## config.mk

```make
export PLATFORM = sky130hd
export DESIGN_NAME = membus_csr_adapter
export DESIGN_NICKNAME = d
export VERILOG_FILES = /design/src/source/csr_adapter_pkg.sv /design/src/source/csr_request_fsm.sv /design/src/source/membus_csr_adapter.sv /design/src/source/read_data_assembler.sv /design/src/source/response_info_fifo.sv /design/src/source/unit_counter.sv
export SDC_FILE = /design/constraint.sdc
export NUM_CORES = 1
export LEC_CHECK = 0
export BUFFER_PORTS_ARGS = -buffer_cell sky130_fd_sc_hd__clkbuf_2
export CAP_MARGIN = 20
export CELL_PAD_IN_SITES_DETAIL_PLACEMENT = 0
export CELL_PAD_IN_SITES_GLOBAL_PLACEMENT = 1
export CORE_ASPECT_RATIO = 1.4
export CORE_UTILIZATION = 29
export DETAILED_ROUTE_END_ITERATION = 8
export PLACE_DENSITY_LB_ADDON = 0.1
export SLEW_MARGIN = 20
export SYNTH_ARGS = -nofsm -noshare
export SYNTH_HDL_FRONTEND = slang
export SYNTH_SLANG_ARGS = --single-unit
```

## constraint.sdc

```tcl
create_clock -name i_clk -period 4.04 [get_ports i_clk]
set_input_delay 0.404 -clock i_clk [delete_from_list [all_inputs] [get_ports i_clk]]
set_output_delay 0.404 -clock i_clk [all_outputs]
set_load 0.05 [all_outputs]
```

## src/source/csr_adapter_pkg.sv

```systemverilog
/*
  Shared widths, opcodes and channel structs of the memory-bus to CSR-bus adapter.
  Imported by every adapter module and by the testbench.
*/
`default_nettype none

package csr_adapter_pkg;

  // Memory-bus beat and CSR unit geometry.
  localparam int MEM_DATA_WIDTH   = 128;
  localparam int UNIT_WIDTH       = 32;
  localparam int UNIT_BYTES       = 4;
  localparam int UNITS_PER_BEAT   = 4;
  localparam int UNIT_INDEX_WIDTH = 2;
  localparam int UNIT_ADDR_LSB    = 2;  // Byte offset bits inside a unit.

  localparam int ADDR_WIDTH       = 16;
  localparam int ID_WIDTH         = 4;
  localparam int BURST_WIDTH      = 3;  // 1 to 7 beats.
  localparam int UNIT_COUNT_WIDTH = 5;

  typedef enum logic {
    MEM_READ,
    MEM_WRITE
  } mem_cmd_e;

  typedef enum logic {
    CSR_READ,
    CSR_WRITE
  } csr_cmd_e;

  typedef enum logic [1:0] {
    IDLE,
    READ_ISSUE,
    WRITE_ISSUE
  } fsm_state_e;

  typedef struct packed {
    mem_cmd_e                   cmd;
    logic [ADDR_WIDTH-1:0]      addr;
    logic [BURST_WIDTH-1:0]     beats;
    logic [ID_WIDTH-1:0]        id;
  } mem_cmd_t;

  typedef struct packed {
    logic [MEM_DATA_WIDTH-1:0]   data;
    logic [MEM_DATA_WIDTH/8-1:0] byte_en;
    logic                        last;
  } mem_wdata_t;

  typedef struct packed {
    csr_cmd_e                   cmd;
    logic [ADDR_WIDTH-1:0]      addr;
    logic [UNIT_WIDTH-1:0]      data;
  } csr_cmd_t;

  typedef struct packed {
    logic [UNIT_WIDTH-1:0]      data;
    logic                       error;
  } csr_resp_t;

  typedef struct packed {
    logic [ID_WIDTH-1:0]        id;
    logic [MEM_DATA_WIDTH-1:0]  data;
    logic                       last;
    logic                       error;
  } mem_resp_t;

  // One entry per outstanding read.
  typedef struct packed {
    logic [ID_WIDTH-1:0]         id;
    logic [UNIT_COUNT_WIDTH-1:0] units;
    logic [UNIT_INDEX_WIDTH-1:0] start_index;
  } resp_info_t;

endpackage

`default_nettype wire

```

## src/source/csr_request_fsm.sv

```systemverilog
/*
  Request side of the adapter. Takes memory commands and write beats and
  issues one CSR command per 32-bit unit, stepping the unit counter.
*/
`timescale 1ns/1ns
`default_nettype none

module csr_request_fsm #(
  parameter int BURST_MAX = 7
)(
  input  var logic                                          i_clk,
  input  var logic                                          i_rst_n,
  input  var logic                                          i_mem_cmd_valid,
  output logic                                              o_mem_cmd_accept,
  input  var csr_adapter_pkg::mem_cmd_t                     i_mem_cmd,
  input  var logic                                          i_mem_wdata_valid,
  output logic                                              o_mem_wdata_accept,
  input  var csr_adapter_pkg::mem_wdata_t                   i_mem_wdata,
  output logic                                              o_csr_cmd_valid,
  input  var logic                                          i_csr_cmd_accept,
  output csr_adapter_pkg::csr_cmd_t                         o_csr_cmd,
  input  var logic                                          i_fifo_full,
  output logic                                              o_info_push,
  output csr_adapter_pkg::resp_info_t                       o_info,
  output logic                                              o_cnt_load,
  output logic                                              o_cnt_step,
  output logic [csr_adapter_pkg::ADDR_WIDTH-1:0]            o_load_addr,
  output logic [csr_adapter_pkg::UNIT_COUNT_WIDTH-1:0]      o_load_units,
  input  var logic [csr_adapter_pkg::UNIT_INDEX_WIDTH-1:0]  i_unit_index,
  input  var logic                                          i_unit_last,
  input  var logic [csr_adapter_pkg::ADDR_WIDTH-1:0]        i_csr_addr
);
  import csr_adapter_pkg::*;

  fsm_state_e                  state;
  fsm_state_e                  state_next;
  logic                        cmd_ok;
  logic                        cmd_ack;
  logic                        unit_active;
  logic                        beat_close;
  logic                        unit_done;
  logic [UNIT_INDEX_WIDTH-1:0] start_index;

  always_comb begin
    start_index = i_mem_cmd.addr[UNIT_ADDR_LSB+:UNIT_INDEX_WIDTH];
    cmd_ok      = (int'(i_mem_cmd.beats) <= BURST_MAX) &&
                  ((i_mem_cmd.cmd == MEM_WRITE) || !i_fifo_full);
    unit_active = i_mem_wdata.byte_en[UNIT_BYTES*i_unit_index+:UNIT_BYTES] != '0;
    beat_close  = (i_unit_index == UNIT_INDEX_WIDTH'(UNITS_PER_BEAT - 1)) || i_unit_last;
  end

  always_comb begin
    o_mem_cmd_accept   = 1'b0;
    o_mem_wdata_accept = 1'b0;
    o_csr_cmd_valid    = 1'b0;
    unit_done          = 1'b0;
    case (state)
      IDLE: o_mem_cmd_accept = i_mem_cmd_valid && cmd_ok;
      READ_ISSUE: begin
        o_csr_cmd_valid = 1'b1;
        unit_done       = i_csr_cmd_accept;
      end
      WRITE_ISSUE: begin
        if (unit_active) begin
          o_csr_cmd_valid    = i_mem_wdata_valid;
          o_mem_wdata_accept = beat_close && i_csr_cmd_accept;
          unit_done          = i_mem_wdata_valid && i_csr_cmd_accept;
        end else begin
          // Empty unit skipped without a CSR access.
          o_mem_wdata_accept = beat_close;
          unit_done          = i_mem_wdata_valid;
        end
      end
      default: ;
    endcase
    cmd_ack = i_mem_cmd_valid && o_mem_cmd_accept;
  end

  always_comb begin
    state_next = state;
    if (state == IDLE) begin
      if (cmd_ack && (i_mem_cmd.cmd == MEM_READ)) begin
        state_next = READ_ISSUE;
      end else if (cmd_ack) begin
        state_next = WRITE_ISSUE;
      end
    end else if (unit_done && i_unit_last) begin
      state_next = IDLE;
    end
  end

  always_ff @(posedge i_clk, negedge i_rst_n) begin
    if (!i_rst_n) begin
      state <= IDLE;
    end else begin
      state <= state_next;
    end
  end

  always_comb begin
    o_cnt_load   = cmd_ack;
    o_cnt_step   = unit_done;
    o_load_addr  = i_mem_cmd.addr;
    o_load_units = UNIT_COUNT_WIDTH'(i_mem_cmd.beats * UNITS_PER_BEAT) -
                   UNIT_COUNT_WIDTH'(start_index);  // Leading units skipped.

    o_info_push       = cmd_ack && (i_mem_cmd.cmd == MEM_READ);
    o_info.id          = i_mem_cmd.id;
    o_info.units       = o_load_units;
    o_info.start_index = start_index;

    o_csr_cmd.cmd  = (state == WRITE_ISSUE) ? CSR_WRITE : CSR_READ;
    o_csr_cmd.addr = i_csr_addr;
    o_csr_cmd.data = i_mem_wdata.data[UNIT_WIDTH*i_unit_index+:UNIT_WIDTH];
  end

endmodule

`default_nettype wire

```

## src/source/membus_csr_adapter.sv

```systemverilog
/*
  Top level of the memory-bus to CSR-bus adapter.
  Connects the request FSM, unit counter, response-info FIFO and read assembler.
*/
`timescale 1ns/1ns
`default_nettype none

module membus_csr_adapter #(
  parameter int BURST_MAX  = 7,
  parameter int INFO_DEPTH = 2  // Max reads in flight.
)(
  input  var logic                         i_clk,
  input  var logic                         i_rst_n,
  input  var logic                         i_mem_cmd_valid,
  output logic                             o_mem_cmd_accept,
  input  var csr_adapter_pkg::mem_cmd_t    i_mem_cmd,
  input  var logic                         i_mem_wdata_valid,
  output logic                             o_mem_wdata_accept,
  input  var csr_adapter_pkg::mem_wdata_t  i_mem_wdata,
  output logic                             o_csr_cmd_valid,
  input  var logic                         i_csr_cmd_accept,
  output csr_adapter_pkg::csr_cmd_t        o_csr_cmd,
  input  var logic                         i_csr_resp_valid,
  output logic                             o_csr_resp_accept,
  input  var csr_adapter_pkg::csr_resp_t   i_csr_resp,
  output logic                             o_mem_resp_valid,
  input  var logic                         i_mem_resp_accept,
  output csr_adapter_pkg::mem_resp_t       o_mem_resp
);
  import csr_adapter_pkg::*;

  logic                        info_full;
  logic                        info_empty;
  logic                        info_push;
  logic                        info_pop;
  resp_info_t                  info_in;
  resp_info_t                  info_head;
  logic                        cnt_load;
  logic                        cnt_step;
  logic [ADDR_WIDTH-1:0]       load_addr;
  logic [UNIT_COUNT_WIDTH-1:0] load_units;
  logic [UNIT_INDEX_WIDTH-1:0] unit_index;
  logic                        unit_last;
  logic [ADDR_WIDTH-1:0]       csr_addr;

  csr_request_fsm #(
    .BURST_MAX (BURST_MAX)
  ) u_fsm (
    .i_clk              (i_clk),
    .i_rst_n            (i_rst_n),
    .i_mem_cmd_valid    (i_mem_cmd_valid),
    .o_mem_cmd_accept   (o_mem_cmd_accept),
    .i_mem_cmd          (i_mem_cmd),
    .i_mem_wdata_valid  (i_mem_wdata_valid),
    .o_mem_wdata_accept (o_mem_wdata_accept),
    .i_mem_wdata        (i_mem_wdata),
    .o_csr_cmd_valid    (o_csr_cmd_valid),
    .i_csr_cmd_accept   (i_csr_cmd_accept),
    .o_csr_cmd          (o_csr_cmd),
    .i_fifo_full        (info_full),
    .o_info_push        (info_push),
    .o_info             (info_in),
    .o_cnt_load         (cnt_load),
    .o_cnt_step         (cnt_step),
    .o_load_addr        (load_addr),
    .o_load_units       (load_units),
    .i_unit_index       (unit_index),
    .i_unit_last        (unit_last),
    .i_csr_addr         (csr_addr)
  );

  unit_counter u_counter (
    .i_clk        (i_clk),
    .i_rst_n      (i_rst_n),
    .i_load       (cnt_load),
    .i_step       (cnt_step),
    .i_load_addr  (load_addr),
    .i_load_units (load_units),
    .o_unit_index (unit_index),
    .o_unit_last  (unit_last),
    .o_csr_addr   (csr_addr)
  );

  response_info_fifo #(
    .DEPTH (INFO_DEPTH)
  ) u_info_fifo (
    .i_clk   (i_clk),
    .i_rst_n (i_rst_n),
    .i_push  (info_push),
    .i_data  (info_in),
    .i_pop   (info_pop),
    .o_data  (info_head),
    .o_empty (info_empty),
    .o_full  (info_full)
  );

  read_data_assembler u_assembler (
    .i_clk             (i_clk),
    .i_rst_n           (i_rst_n),
    .i_info            (info_head),
    .i_info_empty      (info_empty),
    .o_info_pop        (info_pop),
    .i_csr_resp_valid  (i_csr_resp_valid),
    .o_csr_resp_accept (o_csr_resp_accept),
    .i_csr_resp        (i_csr_resp),
    .o_mem_resp_valid  (o_mem_resp_valid),
    .i_mem_resp_accept (i_mem_resp_accept),
    .o_mem_resp        (o_mem_resp)
  );

endmodule

`default_nettype wire

```

## src/source/read_data_assembler.sv

```systemverilog
/*
  Gathers CSR read units into 128-bit memory-bus response beats.
  Driven by the response-info FIFO head; stalls the CSR response on back-pressure.
*/
`timescale 1ns/1ns
`default_nettype none

module read_data_assembler (
  input  var logic                         i_clk,
  input  var logic                         i_rst_n,
  input  var csr_adapter_pkg::resp_info_t  i_info,
  input  var logic                         i_info_empty,
  output logic                             o_info_pop,
  input  var logic                         i_csr_resp_valid,
  output logic                             o_csr_resp_accept,
  input  var csr_adapter_pkg::csr_resp_t   i_csr_resp,
  output logic                             o_mem_resp_valid,
  input  var logic                         i_mem_resp_accept,
  output csr_adapter_pkg::mem_resp_t       o_mem_resp
);
  import csr_adapter_pkg::*;

  logic                                       active;
  logic [UNIT_COUNT_WIDTH-1:0]                units_left;
  logic [UNIT_INDEX_WIDTH-1:0]                unit_index;
  logic                                       unit_last;
  logic                                       beat_close;
  logic                                       load;
  logic                                       csr_ack;
  logic                                       mem_ack;
  logic                                       error_acc;
  logic [UNITS_PER_BEAT-1:0][UNIT_WIDTH-1:0]  lanes;

  always_comb begin
    load       = !active && !i_info_empty;
    unit_last  = units_left == UNIT_COUNT_WIDTH'(1);
    beat_close = (unit_index == UNIT_INDEX_WIDTH'(UNITS_PER_BEAT - 1)) || unit_last;

    if (!active) begin
      o_csr_resp_accept = 1'b0;
      o_mem_resp_valid  = 1'b0;
    end else if (beat_close) begin
      o_csr_resp_accept = i_mem_resp_accept;  // Slave holds the unit on a stall.
      o_mem_resp_valid  = i_csr_resp_valid;
    end else begin
      o_csr_resp_accept = 1'b1;
      o_mem_resp_valid  = 1'b0;
    end

    csr_ack    = i_csr_resp_valid && o_csr_resp_accept;
    mem_ack    = o_mem_resp_valid && i_mem_resp_accept;
    o_info_pop = mem_ack && unit_last;
  end

  always_ff @(posedge i_clk, negedge i_rst_n) begin
    if (!i_rst_n) begin
      active <= 1'b0;
    end else if (o_info_pop) begin
      active <= 1'b0;
    end else if (load) begin
      active <= 1'b1;
    end
  end

  always_ff @(posedge i_clk, negedge i_rst_n) begin
    if (!i_rst_n) begin
      units_left <= '0;
      unit_index <= '0;
      error_acc  <= 1'b0;
    end else begin
      if (load) begin
        units_left <= i_info.units;
        unit_index <= i_info.start_index;
      end else if (csr_ack) begin
        units_left <= units_left - UNIT_COUNT_WIDTH'(1);
        unit_index <= unit_index + UNIT_INDEX_WIDTH'(1);
      end
      if (mem_ack) error_acc <= 1'b0;
      else if (csr_ack) error_acc <= error_acc | i_csr_resp.error;
    end
  end

  // Lanes below the top one are latched; the current unit passes straight through.
  for (genvar i = 0; i < UNITS_PER_BEAT; i++) begin : g_lane
    if (i < UNITS_PER_BEAT - 1) begin : g_latched
      logic [UNIT_WIDTH-1:0] held;
      logic                  match;

      assign match    = unit_index == UNIT_INDEX_WIDTH'(i);
      assign lanes[i] = match ? i_csr_resp.data : held;

      always_ff @(posedge i_clk) begin
        if (csr_ack && match) held <= i_csr_resp.data;
      end
    end else begin : g_direct
      assign lanes[i] = i_csr_resp.data;
    end
  end

  always_comb begin
    o_mem_resp.id    = i_info.id;
    o_mem_resp.data  = lanes;
    o_mem_resp.last  = unit_last;
    o_mem_resp.error = error_acc | i_csr_resp.error;
  end

endmodule

`default_nettype wire

```

## src/source/response_info_fifo.sv

```systemverilog
/*
  In-order FIFO of read response info. Pushed when a read is accepted,
  popped after the final response beat of that read.
*/
`timescale 1ns/1ns
`default_nettype none

module response_info_fifo #(
  parameter int DEPTH = 2
)(
  input  var logic                         i_clk,
  input  var logic                         i_rst_n,
  input  var logic                         i_push,
  input  var csr_adapter_pkg::resp_info_t  i_data,
  input  var logic                         i_pop,
  output csr_adapter_pkg::resp_info_t      o_data,
  output logic                             o_empty,
  output logic                             o_full
);
  import csr_adapter_pkg::*;

  localparam int PTR_WIDTH   = (DEPTH > 1) ? $clog2(DEPTH) : 1;
  localparam int COUNT_WIDTH = $clog2(DEPTH + 1);

  resp_info_t             mem [DEPTH];
  logic [PTR_WIDTH-1:0]   wr_ptr;
  logic [PTR_WIDTH-1:0]   rd_ptr;
  logic [COUNT_WIDTH-1:0] count;
  logic                   do_push;
  logic                   do_pop;

  function automatic logic [PTR_WIDTH-1:0] ptr_inc(logic [PTR_WIDTH-1:0] ptr);
    return (ptr == PTR_WIDTH'(DEPTH - 1)) ? '0 : ptr + PTR_WIDTH'(1);
  endfunction

  always_comb begin
    do_push = i_push && !o_full;
    do_pop  = i_pop && !o_empty;
  end

  always_ff @(posedge i_clk, negedge i_rst_n) begin
    if (!i_rst_n) begin
      wr_ptr <= '0;
      rd_ptr <= '0;
      count  <= '0;
    end else begin
      if (do_push) wr_ptr <= ptr_inc(wr_ptr);
      if (do_pop) rd_ptr <= ptr_inc(rd_ptr);
      count <= count + COUNT_WIDTH'(do_push) - COUNT_WIDTH'(do_pop);
    end
  end

  always_ff @(posedge i_clk) begin
    if (do_push) begin
      mem[wr_ptr] <= i_data;
    end
  end

  always_comb begin
    o_data  = mem[rd_ptr];  // Head entry.
    o_empty = count == '0;
    o_full  = count == COUNT_WIDTH'(DEPTH);
  end

endmodule

`default_nettype wire

```

## src/source/unit_counter.sv

```systemverilog
/*
  Unit counter for the request side. Loaded per command, stepped per unit;
  gives the remaining-unit state, the unit index and the CSR address.
*/
`timescale 1ns/1ns
`default_nettype none

module unit_counter (
  input  var logic                                          i_clk,
  input  var logic                                          i_rst_n,
  input  var logic                                          i_load,
  input  var logic                                          i_step,
  input  var logic [csr_adapter_pkg::ADDR_WIDTH-1:0]        i_load_addr,
  input  var logic [csr_adapter_pkg::UNIT_COUNT_WIDTH-1:0]  i_load_units,
  output logic [csr_adapter_pkg::UNIT_INDEX_WIDTH-1:0]      o_unit_index,
  output logic                                              o_unit_last,
  output logic [csr_adapter_pkg::ADDR_WIDTH-1:0]            o_csr_addr
);
  import csr_adapter_pkg::*;

  logic [UNIT_COUNT_WIDTH-1:0] units_left;
  logic [ADDR_WIDTH-1:0]       addr;
  logic [ADDR_WIDTH-1:0]       addr_next;

  // Next word starts on a 4-byte boundary.
  always_comb begin
    addr_next = {addr[ADDR_WIDTH-1:UNIT_ADDR_LSB], UNIT_ADDR_LSB'(0)} + ADDR_WIDTH'(UNIT_BYTES);
  end

  always_ff @(posedge i_clk, negedge i_rst_n) begin
    if (!i_rst_n) begin
      units_left <= '0;
      addr       <= '0;
    end else if (i_load) begin
      units_left <= i_load_units;
      addr       <= i_load_addr;
    end else if (i_step) begin
      units_left <= units_left - UNIT_COUNT_WIDTH'(1);
      addr       <= addr_next;
    end
  end

  always_comb begin
    o_unit_index = addr[UNIT_ADDR_LSB+:UNIT_INDEX_WIDTH];
    o_unit_last  = units_left == UNIT_COUNT_WIDTH'(1);
    o_csr_addr   = addr;
  end

endmodule

`default_nettype wire

```

==> impl_metrics.toml, run 1 <==
[yosys]
synth-seq-cells = 152
yosys_warnings = 0
async_flop_share_pct = 23.7
syn-num-nets = 786
synthCells = 562
synth_edf_count = 116
avgSynthCellArea_um2 = 14.3
yosysUniqueCellTypes = 48
netlist_area_um2 = 8010
yosysSeqAreaShare_pct = 54.7
synth_ff_type = "edfxtp_1"

[sta]
relSlewSlack_pct = 39.7
rsz0062_at_grt = "false"
fmax_mhz = 337
setup_viol = 0
clock_skew_ps = 8.34
hold_viol_final = 0
tightestPinTransition_ps = 905
fin_tns_setup_ps = 0
slew_viol_final = 0
fin_ws_ps = 1070
finalCritPeriodShare_pct = 73.5
final.min_clock_period_ps = 2970

[worst_setup_path]
critPathKind = "reg2out"
end_kind = "output pin"
arrival_ps = 2560
crit_fanout = 21
worstSetupStartpointType = "flip-flop"
cp.required_ps = 3640

[clock_tree]
root_buffer = "clkbuf_16"
clk_pin_slew_ps = 60
cts-htree-levels = 4
post-cts-setup-buffer-count = 0
hold_buffers = 0
clock_latency_ps = 430
clock_sinks = 152
cts_buffer_depth = 2
cts_tree = "built"
cts_resized = 0
cts-buffers-inserted = 17

[power_and_ir_drop]
p_leak_nw = 4.60
ir_worst_vdd_uv = 376
total_power_mw = 9.38
p_per_area_nw_per_um2 = 873

[place]
port_buffers = 395
placedCellCount = 1266
place_congestion = 0.804
dpl_worst_slack_ps = 1440
hpwl_um = 18000

[grt]
first_global_vias = 6097
grt_max_degree = 37
grtUsageTotal_pct = 16.7
antenna_found_initial = 0
grt_pass1_wl_um = 34700
grt_overflow = 0

[die]
die_width_um = 142
coreArea_um2 = 27000
start_util_pct = 29.7
io_pins = 397
dieArea_um2 = 28300
die_h_um = 199
row_count = 71

[detailed_routing]
drt-initial-drc-count = 208
vias = 6011
ant_nets = 0
firstDrtPassIters = 4
remaining_drc_errors = 0
wl_per_cell_um = 18.2
routed_wl_um = 23600
vias_per_cell = 4.63

[cells_and_area]
drive_above_1_share_pct = 62.9
num-nets-final = 1144
fillers = 2745
finalCoreUtilization_pct = 39.8
final_cell_count_no_fill = 1298
syn2layout_area_growth_pct = 34.2
num_antenna_cells = 0

[status]
status = "finished, final reports clean"

[hold_path]
hp-class = "in2async"

[job]
drv_cap = 0
==> final cells by class <==
class | instances | area [um^2] | share of cell area, %
sequential | 152 | 4390 | 40.8
multi-input combinational | 331 | 3200 | 29.8
timing repair buffer | 404 | 2040 | 19.0
clock buffer | 25 | 559 | 5.20
tap | 365 | 457 | 4.25
inverter | 14 | 52.6 | 0.489
clock inverter | 7 | 51.3 | 0.477
==> through the flow <==
step | hold WS, ps | instance area (um^2)
after floorplan | 108 | 8010
after global placement | 481 | 10100
after detailed placement | 485 | 10100
after CTS | 40.8 | 10800
after global routing | 62.4 | 10800
final | 22.7 | 10800
==> synthesized netlist by cell type, types with 2 or more instances <==
library cell | n | share of area, %
nor2_1 | 16 | 0.75
or2_2 | 2 | 0.16
a211oi_1 | 6 | 0.56
a31oi_1 | 2 | 0.16
ha_1 | 15 | 2.3
o2111ai_1 | 4 | 0.44
and3_1 | 6 | 0.47
nand3_1 | 11 | 0.69
xnor2_1 | 11 | 1.2
and2_1 | 5 | 0.39
buf_4 | 33 | 3.1
o21a_1 | 2 | 0.19
o211ai_1 | 4 | 0.37
nand2_1 | 30 | 1.4
dfrtp_1 | 36 | 11
nor2b_1 | 5 | 0.39
a21oi_1 | 10 | 0.62
nor3_1 | 3 | 0.19
nor4_1 | 8 | 0.62
nand3b_1 | 2 | 0.19
nand4_1 | 2 | 0.16
edfxtp_1 | 116 | 43
clkbuf_1 | 21 | 0.98
xor2_1 | 17 | 1.9
a31o_2 | 2 | 0.22
o21ai_0 | 18 | 1.1
buf_2 | 8 | 0.50
mux2_2 | 103 | 14
inv_1 | 14 | 0.66
mux4_2 | 32 | 9.0
==> final timing paths <==
kind | from | to | slack, ps | cells past startpoint
max | u_assembler.unit_index[0]$_DFFE_PN0P_ | o_mem_resp[10] | 1070 | 5
min | i_rst_n | u_counter.o_csr_addr[1]$_DFFE_PN0P_ | 20 | 2
max reg2reg | u_assembler.units_left[0]$_DFFE_PN0P_ | u_assembler.g_lane[2].g_latched.held[24]$_DFFE_PP_ | 1510 | 5
min reg2reg | u_info_fifo.wr_ptr$_DFFE_PN0P_ | u_info_fifo.wr_ptr$_DFFE_PN0P_ | 500 | 1
max in group asynchronous | i_rst_n | u_counter.o_csr_addr[13]$_DFFE_PN0P_ | 3640 | 2
min in group i_clk | i_mem_cmd[2] | u_info_fifo.mem[0][9]$_DFFE_PP_ | 160 | 1
==> cells by family after synthesis <==
logic type | Yosys count | synth area share (%)
xor+xnor | 28 | 3.06
buf+inv | 79 | 5.48
fa+ha+maj | 15 | 2.34
simple gates | 96 | 6.21
mux | 136 | 23.6
compound gates | 56 | 4.59
flops | 152 | 54.7
==> where the power goes <==
group	switching [mW]	internal [mW]
Clock	0.641	0.966
Sequential	0.286	2.10
Combinational	3.84	1.54
Total	4.77	4.61
==> worst max-delay path: stages (launching register included) <==
cell and delay, ps:
dfrtp_1 420, inv_1 100, ha_2 620, buf_4 360
mux2_2 360, clkbuf_2 240
==> placed cells by master (no fill, tap or decap), types with 11 or more instances in the layout <==
master	instances
edfxtp_1	116
xnor2_1	11
dfrtp_1	35
nand3_1	11
mux2_2	103
ha_1	12
clkbuf_16	20
nand2_1	30
nor2_1	16
mux4_2	32
inv_1	14
o21ai_0	18
clkbuf_2	395
xor2_1	17
==> layer usage <==
metal | vias to the layer above | wire length [um] | track usage [%]
li1 | 2821 | - | -
met2 | 285 | 12600 | 30.8
met4 | 0 | 432 | 6.05
met5 | - | 0 | 0
met3 | 21 | 1520 | 4.24
met1 | 2884 | 9100 | 18.4
==> sequential cells by signal, indices dropped and copies added (netlist names) <==
| signal | flops |
|---|---|
| u_assembler.g_lane.g_latched.held | 96 |
| u_assembler.active | 1 |
| u_assembler.unit_index | 2 |
| u_info_fifo.rd_ptr | 1 |
| u_info_fifo.wr_ptr | 1 |
| u_info_fifo.mem | 20 |
| u_assembler.units_left | 5 |
| u_counter.units_left | 5 |
| u_assembler.error_acc | 1 |
| u_fsm.state | 2 |
| u_counter.o_csr_addr | 16 |
| u_info_fifo.count | 2 |
(Power assumes the default switching activity.)
==> run 2, diff against run 1 <==
==> constraint.sdc (replaced) <==
create_clock -name i_clk -period 2.8 [get_ports i_clk]
set_input_delay 0.28 -clock i_clk [delete_from_list [all_inputs] [get_ports i_clk]]
set_output_delay 0.28 -clock i_clk [all_outputs]
set_load 0.05 [all_outputs]
==> run 2 against run 1 <==
- final cell count is 0.69% higher
- sequential share of layout area is 0.63 points lower
- clock power is 43% higher
- core utilization is 0.62 points higher
- register-to-register slack worse by 950 ps
- global-route usage is 0.23 points lower
- sequential power is 41% higher
- clock skew is 6.3 ps higher
- worst setup slack worse by 680 ps
- non-clock buffer count is 9 higher
- critical path type unchanged
- highest routed layer unchanged
==> impl_metrics.toml, run 2 (same netlist as run 1, synthesis figures left out) <==
[status]
status = "finished, final reports clean"

[worst_setup_path]
critPathKind = "reg2out"
critPathBufInv = 3
slowest_delay_ps = 430
crit_path_top_delay_cell = "dfrtp_1"
crit_fanout = 28
worstSetupStartpointType = "flip-flop"
crit_family = "buffers and inverters"
arrival_ps = 2130
cp.required_ps = 2520
reg2reg_slack_ps = 560
rr_worst_depth = 7
r2r-start = "u_assembler.units_left[1]$_DFFE_PN0P_"
timing.rr.end = "u_assembler.g_lane[1].g_latched.held[24]$_DFFE_PP_"
path_cells = "inv_1 -> ha_2 -> buf_12 -> mux2_2 -> clkbuf_2"
end_kind = "output pin"

[cells_and_area]
layout_common_cells = "394 x clkbuf_2, 116 x edfxtp_1, 103 x mux2_2"
num_antenna_cells = 0
final_cell_count_no_fill = 1307
finalCoreUtilization_pct = 40.4
final_common_cell = "clkbuf_2"
syn2layout_area_growth_pct = 36.3
drive_above_1_share_pct = 63.1
num-nets-final = 1153
largest_reg_flops = 96
top_register = "u_assembler.g_lane.g_latched.held"

[clock_tree]
post-cts-setup-buffer-count = 0
cts_buffer_depth = 2
clock_latency_ps = 430
clk_pin_slew_ps = 60
cts-htree-levels = 4
clock_sinks = 152
cts-buffers-inserted = 17
cts_tree = "built"
root_buffer = "clkbuf_16"

[die]
coreArea_um2 = 27000
start_util_pct = 29.7
io_pins = 397
dieArea_um2 = 28300
row_count = 71
die_h_um = 199
die_width_um = 142

[detailed_routing]
vias_per_cell = 4.64
remaining_drc_errors = 0
drt-initial-drc-count = 220
wl_per_cell_um = 18.1
vias = 6064
firstDrtPassIters = 4
routed_wl_um = 23600
ant_nets = 0

[place]
place_congestion = 0.822
dpl_worst_slack_ps = 551
port_buffers = 395
hpwl_um = 17900
placedCellCount = 1274

[sta]
hold_viol_final = 0
clock_skew_ps = 14.6
finalCritPeriodShare_pct = 86.1
fin_ws_ps = 389
tightestPinTransition_ps = 547
slew_viol_final = 0
rsz0062_at_grt = "false"
fin_tns_setup_ps = 0
fmax_mhz = 415
relSlewSlack_pct = 63.5
setup_viol = 0
final.min_clock_period_ps = 2410

[grt]
grtUsageTotal_pct = 16.5
first_global_vias = 6109
grt_pass1_wl_um = 34300
antenna_found_initial = 0
grt_max_degree = 33
grt_overflow = 0

[hold_path]
min_to = "u_counter.o_csr_addr[0]$_DFFE_PN0P_"
hp-class = "in2reg"
min-delay-start = "i_mem_cmd[7]"
holdPathStages = 3

[job]
drv_cap = 0

[power_and_ir_drop]
ir_worst_vdd_uv = 535
total_power_mw = 13.7
p_per_area_nw_per_um2 = 1260
p_leak_nw = 4.67
[run 2: changes by cell type in the layout (fill, tap and decap cells not counted), sizes merged]
cell,previous run,this run
bufinv,0,1
clkbuf,420,418
clkinvlp,0,2
dlygate4sd3,0,1
buf,9,18
clkinv,5,3
[run 2: per-stage QoR]
step / cell area [um^2] / hold WS [ps]
floorplan: 8010 / -15.6
global placement: 10300 / 250
detailed placement: 10300 / 257
CTS: 10900 / 15.9
global route: 10900 / 20.4
finish: 10900 / 44.6
[run 2: layer usage]
layer  vias to the layer above  wire length (um)  track usage [%]
met5                         -                 0                0
met4                         0               373             5.54
met3                        18              1570             4.02
met2                       295             12600             31.1
met1                      2914              9020             17.7
li1                       2837                 -                -
[run 2: cell type report]
cell class / instances / area [um^2]
Tap cell: 365 / 457
Fill cell: 2685 / 16100
Sequential cell: 152 / 4390
Clock inverter: 8 / 81.3
Timing Repair Buffer: 413 / 2220
Inverter: 14 / 52.6
Clock buffer: 24 / 524
Multi-Input combinational cell: 331 / 3200
[run 2: worst reg2reg max path, cell delays in order (launching register included)]
cell and delay [ps]:
dfrtp_1 380, inv_1 70, ha_1 170, nor4b_2 170, nor2_1 260, o21ba_2 280, and2_2 360, buf_12 230
[run 2: timing repair]
action                                 CTS  global route
endpoints found under the hold margin   15             0
gates resized for setup                  0             0
hold buffers                             1             0
[run 2: worst max-delay path by stage]
stage | start | endpoint | slack, ps | cells past startpoint
2_1_floorplan | u_assembler.units_left[0]$_DFFE_PN0P_ | u_assembler.g_lane[0].g_latched.held[0]$_DFFE_PP_ | 330 | 6
6_report | u_assembler.unit_index[0]$_DFFE_PN0P_ | o_mem_resp[25] | 390 | 5
5_1_grt | u_fsm.state[0]$_DFFE_PN0P_ | o_mem_cmd_accept | 230 | 5
3_3_place_gp | u_assembler.units_left[0]$_DFFE_PN0P_ | u_assembler.g_lane[1].g_latched.held[23]$_DFFE_PP_ | 540 | 6
4_1_cts | u_fsm.state[0]$_DFFE_PN0P_ | o_mem_cmd_accept | 310 | 5
3_5_place_dp | u_assembler.units_left[1]$_DFFE_PN0P_ | u_assembler.g_lane[1].g_latched.held[25]$_DFFE_PP_ | 550 | 7
[run 2: power breakdown]
part	total, mW	switching [mW]	internal, mW
sequential	3.38	0.351	3.03
clock	2.31	0.907	1.41
combinational	8.02	5.62	2.40
==> run 3, diff against run 2 <==
--- a/config.mk
+++ b/config.mk
@@ -12,6 +12,7 @@
 export CORE_ASPECT_RATIO = 1.4
 export CORE_UTILIZATION = 29
 export DETAILED_ROUTE_END_ITERATION = 8
+export HOLD_SLACK_MARGIN = 0.12
 export PLACE_DENSITY_LB_ADDON = 0.1
 export SLEW_MARGIN = 20
 export SYNTH_ARGS = -nofsm -noshare
==> run 3 against run 2 <==
- count of clock-buffer cells in the layout unchanged
- critical path depth did not move
- sequential share of layout area shrank 1.4 points
- critical path type unchanged
- global-route usage up 0.15 points
- highest routed layer unchanged
==> impl_metrics.toml, run 3 (same netlist as run 1, synthesis figures left out) <==
[sta]
setup_viol = 0
slew_viol_final = 0
tightestPinTransition_ps = 549
hold_viol_final = 0
clock_skew_ps = 14.6
relSlewSlack_pct = 63.4
final.min_clock_period_ps = 2410
rsz0062_at_grt = "false"
fin_tns_setup_ps = 0
finalCritPeriodShare_pct = 86.1
fmax_mhz = 415

[place]
placed_cell_area_um2 = 10300
place_congestion = 0.822
port_buffers = 395
hpwl_um = 17900

[power_and_ir_drop]
p_per_area_nw_per_um2 = 1220
total_power_mw = 13.8
p_leak_nw = 4.83
ir_worst_vdd_uv = 535

[cells_and_area]
drive_above_1_share_pct = 60.5
fillers = 2659
top_register = "u_assembler.g_lane.g_latched.held"
finalCoreUtilization_pct = 41.9
num_antenna_cells = 0
final_common_cell = "clkbuf_2"
layout_common_cells = "394 x clkbuf_2, 116 x edfxtp_1, 103 x mux2_2"
design_area_um2 = 11300
largest_reg_flops = 96
num-nets-final = 1193
syn2layout_area_growth_pct = 41.3

[worst_setup_path]
crit_fanout = 28
crit_path_top_delay_cell = "dfrtp_1"
crit_family = "buffers and inverters"
critPathKind = "reg2out"
end_kind = "output pin"
arrival_ps = 2130
path_cells = "inv_1 -> ha_2 -> buf_12 -> mux2_2 -> clkbuf_2"
slowest_delay_ps = 430
critPathBufInv = 3
worstSetupStartpointType = "flip-flop"
cp.required_ps = 2520

[clock_tree]
clk_pin_slew_ps = 60
cts_buffer_depth = 2
cts-htree-levels = 4
post-cts-setup-buffer-count = 0
clock_sinks = 152
cts-buffers-inserted = 17
cts_tree = "built"
clock_latency_ps = 430
root_buffer = "clkbuf_16"

[die]
die_h_um = 199
io_pins = 397
dieArea_um2 = 28300
row_count = 71
start_util_pct = 29.7
coreArea_um2 = 27000
die_width_um = 142

[grt]
grt_overflow = 0
grtUsageTotal_pct = 16.6
first_global_vias = 6269
antenna_found_initial = 0
grt_max_degree = 33
grt_pass1_wl_um = 34800

[detailed_routing]
routed_wl_um = 23800
vias_per_cell = 4.61
wl_per_cell_um = 17.7
remaining_drc_errors = 0
ant_nets = 0
drt-initial-drc-count = 217
firstDrtPassIters = 4
vias = 6205

[job]
drv_cap = 0

[status]
status = "finished, final reports clean"

[hold_path]
hp-class = "in2reg"
## run 3: cell count changes in the layout (fill, tap and decap cells not counted), sizes merged
cell         change
dlygate4sd3     +40
## run 3: repair_timing
action | 4_1_cts | 5_1_grt
hold endpoints to repair | 99 | 0
resized for setup | 0 | 0
hold buffers | 41 | 0
## run 3: report_power, final
group          total, mW  internal, mW  switching [mW]
clock               2.31          1.41           0.907
sequential          3.38          3.03           0.353
combinational       8.07          2.44            5.63
## run 3: path summary, 6_finish.rpt
check                                                      start                                                  to  slack [ps]  depth (start not counted)
min in group asynchronous                                i_rst_n                 u_counter.o_csr_addr[0]$_DFFE_PN0P_         330                          2
setup reg to reg           u_assembler.units_left[1]$_DFFE_PN0P_  u_assembler.g_lane[1].g_latched.held[24]$_DFFE_PP_         560                          7
max in group asynchronous                                i_rst_n                u_counter.o_csr_addr[14]$_DFFE_PN0P_        1770                          3
hold reg to reg                   u_info_fifo.wr_ptr$_DFFE_PN0P_                      u_info_fifo.wr_ptr$_DFFE_PN0P_         480                          1
setup / recovery           u_assembler.unit_index[0]$_DFFE_PN0P_                                      o_mem_resp[25]         390                          5
hold / removal                                     i_csr_resp[7]   u_assembler.g_lane[0].g_latched.held[6]$_DFFE_PP_         150                          1
## run 3: stage by stage
stage	std cells	hold slack [ps]	setup WS, ps
global placement	1274	250	539
CTS	1347	124	315
detailed placement	1274	257	551
floorplan	562	-15.6	329
global route	1347	133	233
finish	1347	147	388
## run 3: cell type report
class	instances	area (um^2)	share of cell area, %
tap	365	457	4.03
multi-input combinational	331	3200	28.3
clock inverter	8	81.3	0.719
inverter	14	52.6	0.464
sequential	152	4390	38.7
timing repair buffer	453	2620	23.1
clock buffer	24	524	4.63
## run 3: per-layer routing
metal  vias up  wire, um  global-route usage (%)
met1      2970      9070                    17.9
met5         -         0                       0
met2       301     12800                    31.5
met4         0       373                    5.54
li1       2916         -                       -
met3        18      1590                    3.88
